`src/design/cache_settings.svh`:
```
`ifndef CACHE_SETTINGS_SVH
`define CACHE_SETTINGS_SVH

// byte address width on both buses
`define CACHE_ADDR_W 32

// capacity and line geometry
`define CACHE_BYTES 1024
`define CACHE_LINE_BITS 128

`define CACHE_WORDS_PER_LINE (`CACHE_LINE_BITS / 32)
`define CACHE_LINES (`CACHE_BYTES * 8 / `CACHE_LINE_BITS)

`endif

```
`src/design/ahb_pkg.sv`:
```
`include "cache_settings.svh"

package ahb_pkg;

    // AHB-lite transfer type
    typedef enum logic [1:0] {
        IDLE   = 2'b00,
        BUSY   = 2'b01,
        NONSEQ = 2'b10,
        SEQ    = 2'b11
    } htrans_e;

    // AHB-lite burst type
    typedef enum logic [2:0] {
        SINGLE = 3'b000,
        INCR   = 3'b001,
        WRAP4  = 3'b010,
        INCR4  = 3'b011,
        WRAP8  = 3'b100,
        INCR8  = 3'b101,
        WRAP16 = 3'b110,
        INCR16 = 3'b111
    } hburst_e;

endpackage

```
`src/design/cache_pkg.sv`:
```
`include "cache_settings.svh"

package cache_pkg;

    localparam int WORD_W   = `CACHE_LINE_BITS / `CACHE_WORDS_PER_LINE;
    localparam int OFFSET_W = $clog2(`CACHE_WORDS_PER_LINE);
    localparam int INDEX_W  = $clog2(`CACHE_LINES);
    // two byte-select bits below the word offset
    localparam int TAG_W    = `CACHE_ADDR_W - INDEX_W - OFFSET_W - 2;

    typedef logic [INDEX_W-1:0]          index_t;
    typedef logic [OFFSET_W-1:0]         offset_t;
    typedef logic [TAG_W-1:0]            tag_t;
    typedef logic [`CACHE_LINE_BITS-1:0] line_t;

    // controller states
    typedef enum logic [1:0] {
        ST_IDLE    = 2'd0,
        ST_LOOKUP  = 2'd1,
        ST_FILL    = 2'd2,
        ST_RESPOND = 2'd3
    } ctrl_state_e;

endpackage

```
`src/design/cache_ctrl.sv`:
```
`timescale 1ns/100ps

`include "cache_settings.svh"

module cache_ctrl
    import ahb_pkg::*;
    import cache_pkg::*;
(
    input  logic                     upstream_intf,
    input  logic                     rst_n,
    input  logic [`CACHE_ADDR_W-1:0] haddr,
    input  htrans_e                  htrans,
    input  logic                     hit,
    input  logic                     fill_done,
    output logic                     hready,
    output index_t                   req_index,
    output tag_t                     req_tag,
    output offset_t                  req_offset,
    output logic                     fill_start
);

    ctrl_state_e state;
    ctrl_state_e state_nxt;
    logic        accept;

    // address phase taken on an active transfer while ready
    assign accept = hready && (htrans == NONSEQ || htrans == SEQ);

    // low only while a miss is outstanding
    always_comb begin
        case (state)
            ST_LOOKUP: hready = hit;
            ST_FILL:   hready = 1'b0;
            default:   hready = 1'b1;
        endcase
    end

    // first data-phase cycle of a miss
    assign fill_start = (state == ST_LOOKUP) && !hit;

    always_comb begin
        state_nxt = state;
        case (state)
            ST_IDLE: begin
                if (accept) begin
                    state_nxt = ST_LOOKUP;
                end
            end
            ST_LOOKUP: begin
                if (!hit) begin
                    state_nxt = ST_FILL;
                end else if (!accept) begin
                    state_nxt = ST_IDLE;
                end
            end
            ST_FILL: begin
                if (fill_done) begin
                    state_nxt = ST_RESPOND;
                end
            end
            ST_RESPOND: begin
                state_nxt = accept ? ST_LOOKUP : ST_IDLE;
            end
            default: state_nxt = ST_IDLE;
        endcase
    end

    always_ff @(posedge upstream_intf) begin
        if (!rst_n) begin
            state <= ST_IDLE;
        end else begin
            state <= state_nxt;
        end
    end

    // request fields stay put through fill and respond
    always_ff @(posedge upstream_intf) begin
        if (accept) begin
            req_offset <= haddr[2 +: OFFSET_W];
            req_index  <= haddr[2 + OFFSET_W +: INDEX_W];
            req_tag    <= haddr[`CACHE_ADDR_W-1 -: TAG_W];
        end
    end

endmodule

```
`config.mk`:
```
export PLATFORM = sky130hd
export DESIGN_NAME = cache_ctrl
export DESIGN_NICKNAME = d
export VERILOG_FILES = /design/src/design/ahb_pkg.sv /design/src/design/cache_pkg.sv /design/src/design/cache_ctrl.sv
export VERILOG_INCLUDE_DIRS = /design/src /design/src/design
export SDC_FILE = /design/constraint.sdc
export NUM_CORES = 1
export LEC_CHECK = 0
export BUFFER_PORTS_ARGS = -buffer_cell sky130_fd_sc_hd__buf_2
export CORE_ASPECT_RATIO = 0.9
export CORE_MARGIN = 10
export CORE_UTILIZATION = 28
export DETAILED_ROUTE_END_ITERATION = 16
export PLACE_DENSITY_LB_ADDON = 0.2
export REMOVE_ABC_BUFFERS = 1
export SETUP_SLACK_MARGIN = 0.5
export SLEW_MARGIN = 20
export SYNTH_ARGS = -nofsm -noshare
export SYNTH_HDL_FRONTEND = slang
export SYNTH_SLANG_ARGS = --single-unit
```
`constraint.sdc`:
```
create_clock -name upstream_intf -period 4.8 [get_ports upstream_intf]
set_input_delay 0.96 -clock upstream_intf [delete_from_list [all_inputs] [get_ports upstream_intf]]
set_output_delay 0.96 -clock upstream_intf [all_outputs]
set_load 0.01 [all_outputs]
```
Word level (Yosys, flattened, before mapping)

Cells that the tools add are included.

Register bits after elaboration: 32
Input bits: 38
Output and inout port bits: 32
Logic and storage cells: 25

Eq/ne operators: 8
Muxes and demuxes: 7
Reduce and logical (&&, ||, !) cells: 6

Operator list:

| cell                 | number |
|---|---|
| $eq A2 B2 Y1 const B | 4 |
| $mux W2              | 4 |
| $pmux W2 S4          | 1 |
| $ne A2 B2 Y1 const B | 2 |
| $ne A3 B3 Y1 const B | 1 |
| $reduce_and A3 Y1    | 1 |
| $eq A2 B1 Y1 const B | 1 |
| $logic_and A1 B1 Y1  | 2 |
| $logic_not A2 Y1     | 1 |
| $pmux W1 S2          | 1 |
| $logic_not A1 Y1     | 1 |
| $logic_or A1 B1 Y1   | 1 |
| $mux W1              | 1 |

Logic depth before layout (Yosys ltp)

Word-level depth: 6
Mapped depth: 3
Gate-level depth less buffers: 3

Worst setup path before layout

OpenSTA, ideal clock, no wires.

Path type: input-to-reg
Start point: in hit
End point: reg req_index[0] (enable)
Arrival: 1.998 ns
Data required time: 4.410 ns
Path slack: 2.412 ns
Cell stages on the path: 3
Cells stage by stage: nor3b_2 > a21oi_2 > and2_1

Word-level cells in the longest chain between the ends: 2

Ends and longest elaborated chain:

| element              | line             | source |
|---|---|---|
| start, declared      | cache_ctrl.sv:13 | `input logic hit,` |
| $pmux W1 S2          | cache_ctrl.sv:31 | `case (state)` |
| named net hready     | cache_ctrl.sv:15 | `output logic hready,` |
| $logic_and A1 B1 Y1  | cache_ctrl.sv:27 | `assign accept = hready && (htrans == NONSEQ \|\| htrans == SEQ);` |
| named net accept     | cache_ctrl.sv:24 | `logic accept;` |
| end signal, assigned | cache_ctrl.sv:80 | `req_index <= haddr[2 + OFFSET_W +: INDEX_W];` |
| end, declared        | cache_ctrl.sv:16 | `output index_t req_index,` |

The timed path passes the listed nets, and every way through them passes these cells.
A chain may end at the register's enable or synchronous reset.

Worst setup path in the final report

Start point: in hit
End point: out hready

Word-level cells in the longest chain between the ends: 1

Ends and longest elaborated chain:

| element       | line |
|---|---|
| $pmux W1 S2   | cache_ctrl.sv:31 |
| end, declared | cache_ctrl.sv:15 |

No other way between the ends.

==> results.sh <==
export IMPL_final_area_um2=1510
export IMPL_cp_max_fo=3
export IMPL_fin_util_pct=43.9
export IMPL_final_common_cell="buf_2"
export IMPL_period_share_pct=50.9
export IMPL_rsz0062_at_grt="no"
export IMPL_met3_usage_pct=4.75
export IMPL_yosysWarnings=0
export IMPL_ys_ff_latch=32
export IMPL_dpl_instance_area_um2=1400
export IMPL_r2r_start="state[0]"
export IMPL_final_nets=154
export IMPL_syn_inst=42
export IMPL_crit_end="hready"
export IMPL_grt_busiest_layer="met2"
export IMPL_ctsHoldBuffers=0
export IMPL_coreArea_um2=3430
export IMPL_vias=662
export IMPL_period_needed_ps=2440
export IMPL_relSlewSlack_pct=52.8
export IMPL_hold_path_class="reg -> reg"
export IMPL_seq_area_frac_synth_pct=93.5
export IMPL_cts_root_buf="clkbuf_8"
export IMPL_hold_violations=0
export IMPL_tritoncts="done"
export IMPL_n_fill_cell=322
export IMPL_use_met1_pct=8.22
export IMPL_die_area_um2=6390
export IMPL_start_util_pct=29.3
export IMPL_io_buffers=66
export IMPL_overflow=0
export IMPL_antenna_found_initial=0
export IMPL_io_pins=70
export IMPL_syn_area_per_cell_um2=24.0
export IMPL_grt_pass1_wl_um=3680
export IMPL_fmax_mhz=409
export IMPL_synth_area_um2=1010
export IMPL_cp_startpoint="hit"
export IMPL_startpoint_type="input pin"
export IMPL_crit_arrival_ps=1480
export IMPL_p_leak_uw=0.000646
export IMPL_cts_resized=0
export IMPL_grt_pass1_vias=755
export IMPL_final_cell_mix="buf_2 (66), edfxtp_1 (30), clkbuf_8 (5), dfxtp_1 (2)"
export IMPL_fin_skew_ps=1.18
export IMPL_cap_violations=0
export IMPL_status="complete, no violations"
export IMPL_ff2ff_setup_slack_ps=2900
export IMPL_ant_nets=0
export IMPL_cts_sinks=32
export IMPL_rows=20
export IMPL_slew_violations=0
export IMPL_grt_max_degree=17
export IMPL_wl_per_cell_um=15.2
export IMPL_p_per_area_nw_per_um2=423
export IMPL_path_class="in -> out"
export IMPL_via_per_inst=4.11
export IMPL_h_tree_depth=2
export IMPL_ir_drop_mv=0.198
export IMPL_track_usage_pct=7.52
export IMPL_reg2reg_to="req_index[0]"
export IMPL_drt_pass1_iterations=4
export IMPL_worst_setup_path_end_kind="output port"
export IMPL_r2r_cells=4
export IMPL_wirelength_um=2450
export IMPL_tns_ps=0
export IMPL_drc=0
export IMPL_die_x_um=83.2
export IMPL_clock_latency_ps=280
export IMPL_diodes=0
export IMPL_cp_required_ps=3840
export IMPL_fp_dieH_um=76.9
export IMPL_hold_slack_ps=537
export IMPL_max_slew_worst_pin_slew_ps=708
export IMPL_netlist_cell_type_count=12
export IMPL_numCtsBuffers=5
export IMPL_area_delta_synth_final_pct=49.8
export IMPL_path_clk_slew_ps=60
export IMPL_place_gp_congestion=0.709
export IMPL_first_iter_violations=26
export IMPL_grt_use_met2_pct=10.5
export IMPL_ctsLongestPathBuffers=2
export IMPL_drive_gt1_share_pct=65.0
export IMPL_finalSetupViolCount=0
export IMPL_post_cts_setup_buffers=0
-- where the power goes --
part	internal, uW	total [uW]	switching, uW	leakage (uW)
Sequential	329	334	5.02	0.000306
Combinational	24.8	56.2	31.4	0.000284
Clock	154	247	93.4	0.0000552
Total	508	637	130	0.000646
-- worst min path at each step --
stage	startpoint	slack, ps	depth (start not counted)	endpoint
floorplan	flop	500	1	state[0]
global placement	flop	510	1	state[0]
detailed placement	flop	540	1	state[0]
CTS	flop	540	1	state[0]
global route	flop	580	1	state[0]
finish	flop	540	1	state[0]
-- registers in the layout, summed over array words and instances (netlist names), named ones only --
| register | count |
|---|---|
| req_index | 6 |
| req_offset | 2 |
| req_tag | 22 |
| state | 1 |
-- synth_stat cells, drive strengths merged --
cell	n	share of area, %
a21oi	2	1.4
edfxtp	30	90
nor2	1	0.37
nor3b	1	1.2
and2	1	0.62
o21ai	1	0.50
inv	1	0.37
dfxtp	2	4.0
nand2b	1	0.62
nor2b	1	0.62
a211oi	1	0.75
-- area by class of cell --
| type | instances | area, um2 | share of cell area [%] |
|---|---|---|---|
| Clock inverter | 2 | 35.0 | 2.33 |
| Sequential cell | 32 | 941 | 62.5 |
| Clock buffer | 6 | 72.6 | 4.82 |
| Tap cell | 44 | 55.1 | 3.65 |
| Inverter | 1 | 3.75 | 0.249 |
| Timing Repair Buffer | 67 | 338 | 22.4 |
| Multi-Input combinational cell | 9 | 61.3 | 4.07 |
-- metrics by stage --
stage | cells | worst slack (ps) | total power, uW
2_1_floorplan | 42 | 2410 | 362
3_3_place_gp | 153 | 2300 | 396
3_5_place_dp | 153 | 2250 | 398
4_1_cts | 161 | 2350 | 651
5_1_grt | 161 | 2320 | 668
6_report | 161 | 2360 | 637
-- kinds of logic after synthesis --
kind of cell           synth area share (%)
flip-flops                             93.5
AO/OA/AOI/OAI                          2.61
AND/OR/NAND/NOR                        3.48
buffers and inverters                 0.373
-- critical path, cell delays in order --
cell     delay, ps
buf_2          110
nor3b_2        210
a21oi_2         60
buf_2          140
-- per-layer routing --
| metal | vias to the layer above | routed length (um) |
|---|---|---|
| met5 | - | 0 |
| met4 | 0 | 59 |
| met3 | 8 | 312 |
| met2 | 47 | 1100 |
| met1 | 298 | 981 |
| li1 | 309 | - |
No activity file was read; power rests on OpenSTA's default activity.
