### src/design/cache_settings.svh
`ifndef CACHE_SETTINGS_SVH
`define CACHE_SETTINGS_SVH

// byte address width on both buses
`define CACHE_ADDR_W 32

// capacity and line geometry
`define CACHE_BYTES 1024
`define CACHE_LINE_BITS 128

`define CACHE_WORDS_PER_LINE (`CACHE_LINE_BITS / 32)
`define CACHE_LINES (`CACHE_BYTES * 8 / `CACHE_LINE_BITS)

`endif

### src/design/ahb_pkg.sv
`include "cache_settings.svh"

package ahb_pkg;

    // AHB-lite transfer type
    typedef enum logic [1:0] {
        IDLE   = 2'b00,
        BUSY   = 2'b01,
        NONSEQ = 2'b10,
        SEQ    = 2'b11
    } htrans_e;

    // AHB-lite burst type
    typedef enum logic [2:0] {
        SINGLE = 3'b000,
        INCR   = 3'b001,
        WRAP4  = 3'b010,
        INCR4  = 3'b011,
        WRAP8  = 3'b100,
        INCR8  = 3'b101,
        WRAP16 = 3'b110,
        INCR16 = 3'b111
    } hburst_e;

endpackage

### src/design/cache_pkg.sv
`include "cache_settings.svh"

package cache_pkg;

    localparam int WORD_W   = `CACHE_LINE_BITS / `CACHE_WORDS_PER_LINE;
    localparam int OFFSET_W = $clog2(`CACHE_WORDS_PER_LINE);
    localparam int INDEX_W  = $clog2(`CACHE_LINES);
    // two byte-select bits below the word offset
    localparam int TAG_W    = `CACHE_ADDR_W - INDEX_W - OFFSET_W - 2;

    typedef logic [INDEX_W-1:0]          index_t;
    typedef logic [OFFSET_W-1:0]         offset_t;
    typedef logic [TAG_W-1:0]            tag_t;
    typedef logic [`CACHE_LINE_BITS-1:0] line_t;

    // controller states
    typedef enum logic [1:0] {
        ST_IDLE    = 2'd0,
        ST_LOOKUP  = 2'd1,
        ST_FILL    = 2'd2,
        ST_RESPOND = 2'd3
    } ctrl_state_e;

endpackage

### src/design/line_fill.sv
`timescale 1ns/100ps

`include "cache_settings.svh"

module line_fill
    import ahb_pkg::*;
    import cache_pkg::*;
(
    input  logic                     upstream_intf,
    input  logic                     rst_n,
    input  logic                     fill_start,
    input  index_t                   req_index,
    input  tag_t                     req_tag,
    input  offset_t                  req_offset,
    input  logic                     mem_hready,
    input  logic [WORD_W-1:0]        mem_hrdata,
    output logic [`CACHE_ADDR_W-1:0] mem_haddr,
    output htrans_e                  mem_htrans,
    output hburst_e                  mem_hburst,
    output line_t                    fill_line,
    output logic                     fill_done
);

    localparam int BEATS  = `CACHE_WORDS_PER_LINE;
    localparam int BEAT_W = $clog2(BEATS + 1);

    logic              active;
    logic [BEAT_W-1:0] addr_beat;
    logic [BEAT_W-1:0] data_beat;
    offset_t           addr_lane;
    offset_t           data_lane;
    logic              addr_take;
    logic              data_take;
    logic              last_data;

    // offset adds modulo the line, giving the wrap inside the block
    assign addr_lane = req_offset + offset_t'(addr_beat);
    assign data_lane = req_offset + offset_t'(data_beat);

    assign mem_haddr = {req_tag, req_index, addr_lane, 2'b00};

    always_comb begin
        if (!active || addr_beat == BEAT_W'(BEATS)) begin
            mem_htrans = IDLE;
        end else if (addr_beat == '0) begin
            mem_htrans = NONSEQ;
        end else begin
            mem_htrans = SEQ;
        end
    end

    assign mem_hburst = active ? WRAP4 : SINGLE;

    // data phase pending whenever fewer data beats than address beats
    assign addr_take = mem_hready && (mem_htrans != IDLE);
    assign data_take = mem_hready && active && (data_beat < addr_beat);
    assign last_data = data_take && (data_beat == BEAT_W'(BEATS - 1));

    always_ff @(posedge upstream_intf) begin
        if (!rst_n) begin
            active    <= 1'b0;
            addr_beat <= '0;
            data_beat <= '0;
            fill_done <= 1'b0;
        end else begin
            fill_done <= last_data;
            if (fill_start) begin
                active    <= 1'b1;
                addr_beat <= '0;
                data_beat <= '0;
            end else begin
                if (addr_take) begin
                    addr_beat <= addr_beat + 1'b1;
                end
                if (data_take) begin
                    data_beat <= data_beat + 1'b1;
                end
                if (last_data) begin
                    active <= 1'b0;
                end
            end
        end
    end

    // each returned word lands in its own lane
    always_ff @(posedge upstream_intf) begin
        if (data_take) begin
            fill_line[WORD_W * data_lane +: WORD_W] <= mem_hrdata;
        end
    end

endmodule

### config.mk
export PLATFORM = sky130hd
export DESIGN_NAME = line_fill
export DESIGN_NICKNAME = d
export VERILOG_FILES = /design/src/design/ahb_pkg.sv /design/src/design/cache_pkg.sv /design/src/design/line_fill.sv
export VERILOG_INCLUDE_DIRS = /design/src /design/src/design
export SDC_FILE = /design/constraint.sdc
export NUM_CORES = 1
export LEC_CHECK = 0
export BUFFER_PORTS_ARGS = -buffer_cell sky130_fd_sc_hd__buf_2
export CELL_PAD_IN_SITES_DETAIL_PLACEMENT = 1
export CELL_PAD_IN_SITES_GLOBAL_PLACEMENT = 2
export CORE_MARGIN = 5
export CORE_UTILIZATION = 28
export CTS_CLUSTER_SIZE = 25
export DETAILED_ROUTE_END_ITERATION = 7
export MAX_ROUTING_LAYER = met4
export PLACE_DENSITY_LB_ADDON = 0.3
export SLEW_MARGIN = 5
export SYNTH_ARGS = -nofsm -noshare
export SYNTH_HDL_FRONTEND = slang
export SYNTH_SLANG_ARGS = --single-unit
### constraint.sdc
create_clock -name upstream_intf -period 2.79 [get_ports upstream_intf]
set_clock_uncertainty 0.05 [all_clocks]
set_input_delay 0.558 -clock upstream_intf [delete_from_list [all_inputs] [get_ports upstream_intf]]
set_output_delay 0.558 -clock upstream_intf [all_outputs]
set_load 0.005 [all_outputs]
# Yosys cells after proc, flatten, opt, wreduce, memory -nomap -nowiden
# Index checks and enable logic that the tools add are counted.
[op_classes]
add_sub_neg = 5
n_mul = 0
n_div = 0
order_cmp = 1
n_eq_ne = 2
shift = 2
mux = 6
bitwise = 1
reduce_logical = 10
[ops]
columns = ["operator", "n"]
rows = [
  ["bitwise mux 128 bit", 1],
  ["variable shift 32 x 34 -> 128 bit (first input constant)", 1],
  ["indexed part select 32 x 34 -> 128 bit", 1],
  ["negator 7 -> 34 bit", 1],
  ["adder 3 x 1 -> 3 bit (second input constant)", 2],
  ["adder 2 bit", 2],
  ["logical AND 1 bit", 4],
  ["2-to-1 mux 2 bit", 2],
  ["nonzero test 2 bit", 2],
  ["== test 3 x 2 -> 1 bit (second input constant)", 1],
  ["== test 3 bit (second input constant)", 1],
  ["logical NOT 3 bit", 1],
  ["< comparator 3 bit", 1],
  ["2-to-1 mux 1 bit", 3],
  ["OR reduction 2 bit", 1],
  ["logical NOT 1 bit", 1],
  ["logical OR 1 bit", 1],
  ["inverter 1 bit", 1],
]
[totals]
ff_bits = 136
latchBits = 0
ram_bits = 0
rom_bits = 0
output_inout_bits = 166
mem_count = 0

# Logic depth before layout (Yosys ltp)
[depth]
depth_word = 5
mapped_depth = 8

# Worst setup path after synthesis
# No wires, ideal clock.
[synth_timing]
path_kind = "register to register"
start = "register addr_beat[2]"
end = "register fill_line[0] (enable)"
setup_time_ps = 392
arrival_time_ps = 2262
required_ps = 2348
setup_slack_ps = 85
stages_incl_launch_ff = 6
n_path_buf = 0
path_cell_list = "dfxtp_1 inv_1 ha_1 and2_0 a311oi_2 and3_1"
[synth_via]
elab_chain_cells = 2
[synth_rtl]
columns = ["item", "line_no", "source"]
rows = [
  ["start, declared", "line_fill.sv:28", "logic [BEAT_W-1:0] addr_beat;"],
  ["start signal, assigned", "line_fill.sv:73", "addr_beat <= addr_beat + 1'b1;"],
  ["< comparator 3 bit", "line_fill.sv:56", "assign data_take = mem_hready && active && (data_beat < addr_beat);"],
  ["logical AND 1 bit", "line_fill.sv:56", ""],
  ["end signal, assigned by index", "line_fill.sv:88", "fill_line[WORD_W * data_lane +: WORD_W] <= mem_hrdata;"],
  ["end, declared", "line_fill.sv:20", "output line_t fill_line,"],
]
# Every way passes these cells.
# A chain may end at the register's enable or synchronous reset.

# Final worst setup path
[layout_timing]
start = "register data_beat[0]"
end = "register fill_line[110] (data pin)"
[layout_via]
elab_chain_cells = 4
word_cells_on_any_way = 5
cone_classes = "add/sub: 2; shift: 2; mux: 1"
[layout_rtl]
columns = ["item", "line_no", "source"]
rows = [
  ["start, declared", "line_fill.sv:29", "logic [BEAT_W-1:0] data_beat;"],
  ["start signal, assigned", "line_fill.sv:76", "data_beat <= data_beat + 1'b1;"],
  ["adder 2 bit *", "line_fill.sv:38", "assign data_lane = req_offset + offset_t'(data_beat);"],
  ["negator 7 -> 34 bit *", "line_fill.sv:88", ""],
  ["indexed part select 32 x 34 -> 128 bit or variable shift 32 x 34 -> 128 bit (tied branches)", "line_fill.sv:88", ""],
  ["bitwise mux 128 bit *", "line_fill.sv:88", ""],
]
# Mark *: on every way between the ends. The rest lies on a longest branch, timed or not.

==> impl_metrics.ini <==
[outcome]
outcome = finished, final reports clean

[yosys]
synth.distinct_cells = 29
synth_cells = 372
synth_flop_cell = edfxtp_1
avgSynthCellArea_um2 = 15.0
synth_largest_area_cell = edfxtp_1
async_reset_ff_frac = 0
synth_edf_count = 128
yosys-top-cells-count = and2_1, edfxtp_1, buf_4
synth.yosys.warnings = 0
synth-seq-cells = 136
yosysMostFrequentCell = and2_1
synth_area_um2 = 5590
ys_seq_area_frac = 0.716
synth_top_area_share = 0.688
synthTopCellsByArea = edfxtp_1, and2_1, buf_4

[setup_path]
endpoint_kind = flip-flop
cp_common_cell = ha_1
cp-start-kind = flip-flop
r2r-start = data_beat[0]$_SDFFE_PP0P_
critPathLaunch = data_beat[0]$_SDFFE_PP0P_
worstPathArrival_ns = 2.72
critPathMaxStageDelay_ns = 0.63
critPathSlowestCell = nor3b_2
critical_path_class = flip-flop to flip-flop
worstPathCellList = ha_1 > xor3_2 > ha_1 > nor3b_2 > buf_12 > and2_1
crit_required_ns = 3.02
crit_path_max_fanout = 21

[route]
routed_wl_um = 14900
drt_first_pass_iters = 4
drtIter0Drc = 151
wl_per_cell_um = 18.1
routed_via_density = 4.16
drc = 0
ant_nets = 0
num_vias = 3415

[sta]
rsz0062_at_grt = false
setup_viol = 0
hold_slack_ns = 0.372
maxSlewViolCount = 0
hold_viol = 0
worst_pin_slew_ns = 0.759
post-route-min-period_ns = 2.49
max_freq_ghz = 0.401
max_slew_margin = 0.492
timing.final.crit_share = 0.894

[floorplan]
start_util = 0.285
fp.dieArea_um2 = 22900
design.core.area_um2 = 19600
fp.dieW_um = 151
die_h_um = 151
num_rows = 51
io_pins = 232

[placed_design]
place_hpwl_um = 10800
post_dp_cell_area_um2 = 6760
gp_congestion = 0.740
port_buffers = 171

[global_route]
grt_max_degree = 27
grt_pass1_vias = 3709
grt_first_pass_wirelength_um = 22200
grt_overflow_total = 0
antenna_found_initial = 1
track_usage = 0.137

[power]
pwr-share-comb = 0.040
netSwitchingFraction = 0.212
power_density_nw_per_um2 = 629
p_int_mw = 3.64
p_seq_frac = 0.483
clkPwrFrac = 0.477
vdd_drop_max_mv = 0.372
power.switching_mw = 0.978
cellLeakagePower_nw = 2.65

[finish]
drive_gt1_frac = 0.422
fill_cells = 2122
finalNetCount = 618
areaGrowthSynthToFinish_pct = 31.3
finalInstanceArea_um2 = 7340
register_area_um2 = 4000
multi_input_area_um2 = 1290

[clock_tree]
postCtsHoldBufs = 0
numCtsBuffers = 17
h-tree-depth = 4
post-cts-setup-buffers = 0
ctsResizeCount = 0
clock_path_buffers = 2
cts_tree = built
worstSkewPairLatency_ns = 0.41
cts.sinks = 136
clkTransAtPathRegs_ns = 0.06
cts-root-buf = clkbuf_16

[flow_run]
maxCapViolations = 0

[hold_path]
hold_path_class = input pin to flip-flop
hp-start = rst_n
[cell families after synthesis]
logic type / count (synthesis) / synth area share
AO/OA/AOI/OAI: 9 / 0.0105
buffers and inverters: 53 / 0.0591
other: 1 / 0.000671
XOR/XNOR: 3 / 0.00761
adder cells (fa/ha/maj): 11 / 0.0246
flip-flops: 136 / 0.716
multiplexers: 3 / 0.00537
AND/OR/NAND/NOR: 156 / 0.176
[placed cells by master (no fill, tap or decap), drive strengths merged, types with 4 or more instances in the layout]
| cell | instances |
|---|---|
| buf | 192 |
| and2 | 132 |
| edfxtp | 128 |
| clkbuf | 18 |
| ha | 11 |
| inv | 11 |
| dfxtp | 8 |
| nand2 | 7 |
| clkinv | 7 |
| conb | 4 |
[area by class of cell]
type                    instances  share of cell area
well taps                     265              0.0452
repair buffers                192               0.150
inverters                       8             0.00409
diodes                          2            0.000682
multi-input cells             186               0.176
clock inverters                14              0.0205
clock buffers                  18              0.0585
flip-flops and latches        136               0.546
[path summary, 6_finish.rpt]
path                                             endpoint  slack (ns)  cells after the start
worst max register to register   fill_line[110]$_DFFE_PP_        0.30                      6
worst min-delay path                  active$_SDFFE_PN0P_        0.37                      3
worst min register to register  data_beat[2]$_SDFFE_PP0P_        0.43                      2
worst max-delay path             fill_line[110]$_DFFE_PP_        0.30                      6
[worst max-delay path: cells and delay by family (launching register included)]
kind | cells | cell delay (ns)
XOR/XNOR | 1 | 0.41
adder cells (fa/ha/maj) | 2 | 0.52
buffers and inverters | 1 | 0.24
flip-flops | 1 | 0.35
AND/OR/NAND/NOR | 2 | 0.77
[stage by stage]
step / std cells / setup TNS, ns / total power [mW] / utilization / setup WS [ns]
3_5_place_dp: 787 / -0.688 / 2.46 / 0.345 / -0.0463
4_1_cts: 819 / 0 / 4.69 / 0.374 / 0.191
2_1_floorplan: 375 / 0 / 2.39 / - / 0.0854
3_3_place_gp: 787 / -0.302 / 2.46 / 0.345 / -0.0161
5_1_grt: 820 / 0 / 4.79 / 0.375 / 0.105
6_report: 821 / 0 / 4.61 / 0.375 / 0.296
[power by group through the flow]
stage               Sequential, mW  Combinational [mW]  Clock (mW)
floorplan                     2.27               0.122           0
global placement              2.27               0.186           0
detailed placement            2.27               0.192           0
CTS                           2.23               0.194        2.27
global route                  2.23               0.213        2.35
finish                        2.23               0.187        2.20
[per-layer routing]
metal  part of all wire  up-vias  track usage
li1                   -     1585            -
met1               0.42     1671        0.162
met2               0.49      122        0.223
met3              0.077       37       0.0410
met4              0.016        0       0.0471
met5                  0        -            -
[state kept, by name, summed over array words and instances, names as in the netlist]
| signal | count |
|---|---|
| active | 1 |
| addr_beat | 3 |
| fill_done | 1 |
| fill_line | 128 |
| data_beat | 3 |
(Power assumes the default switching activity.)
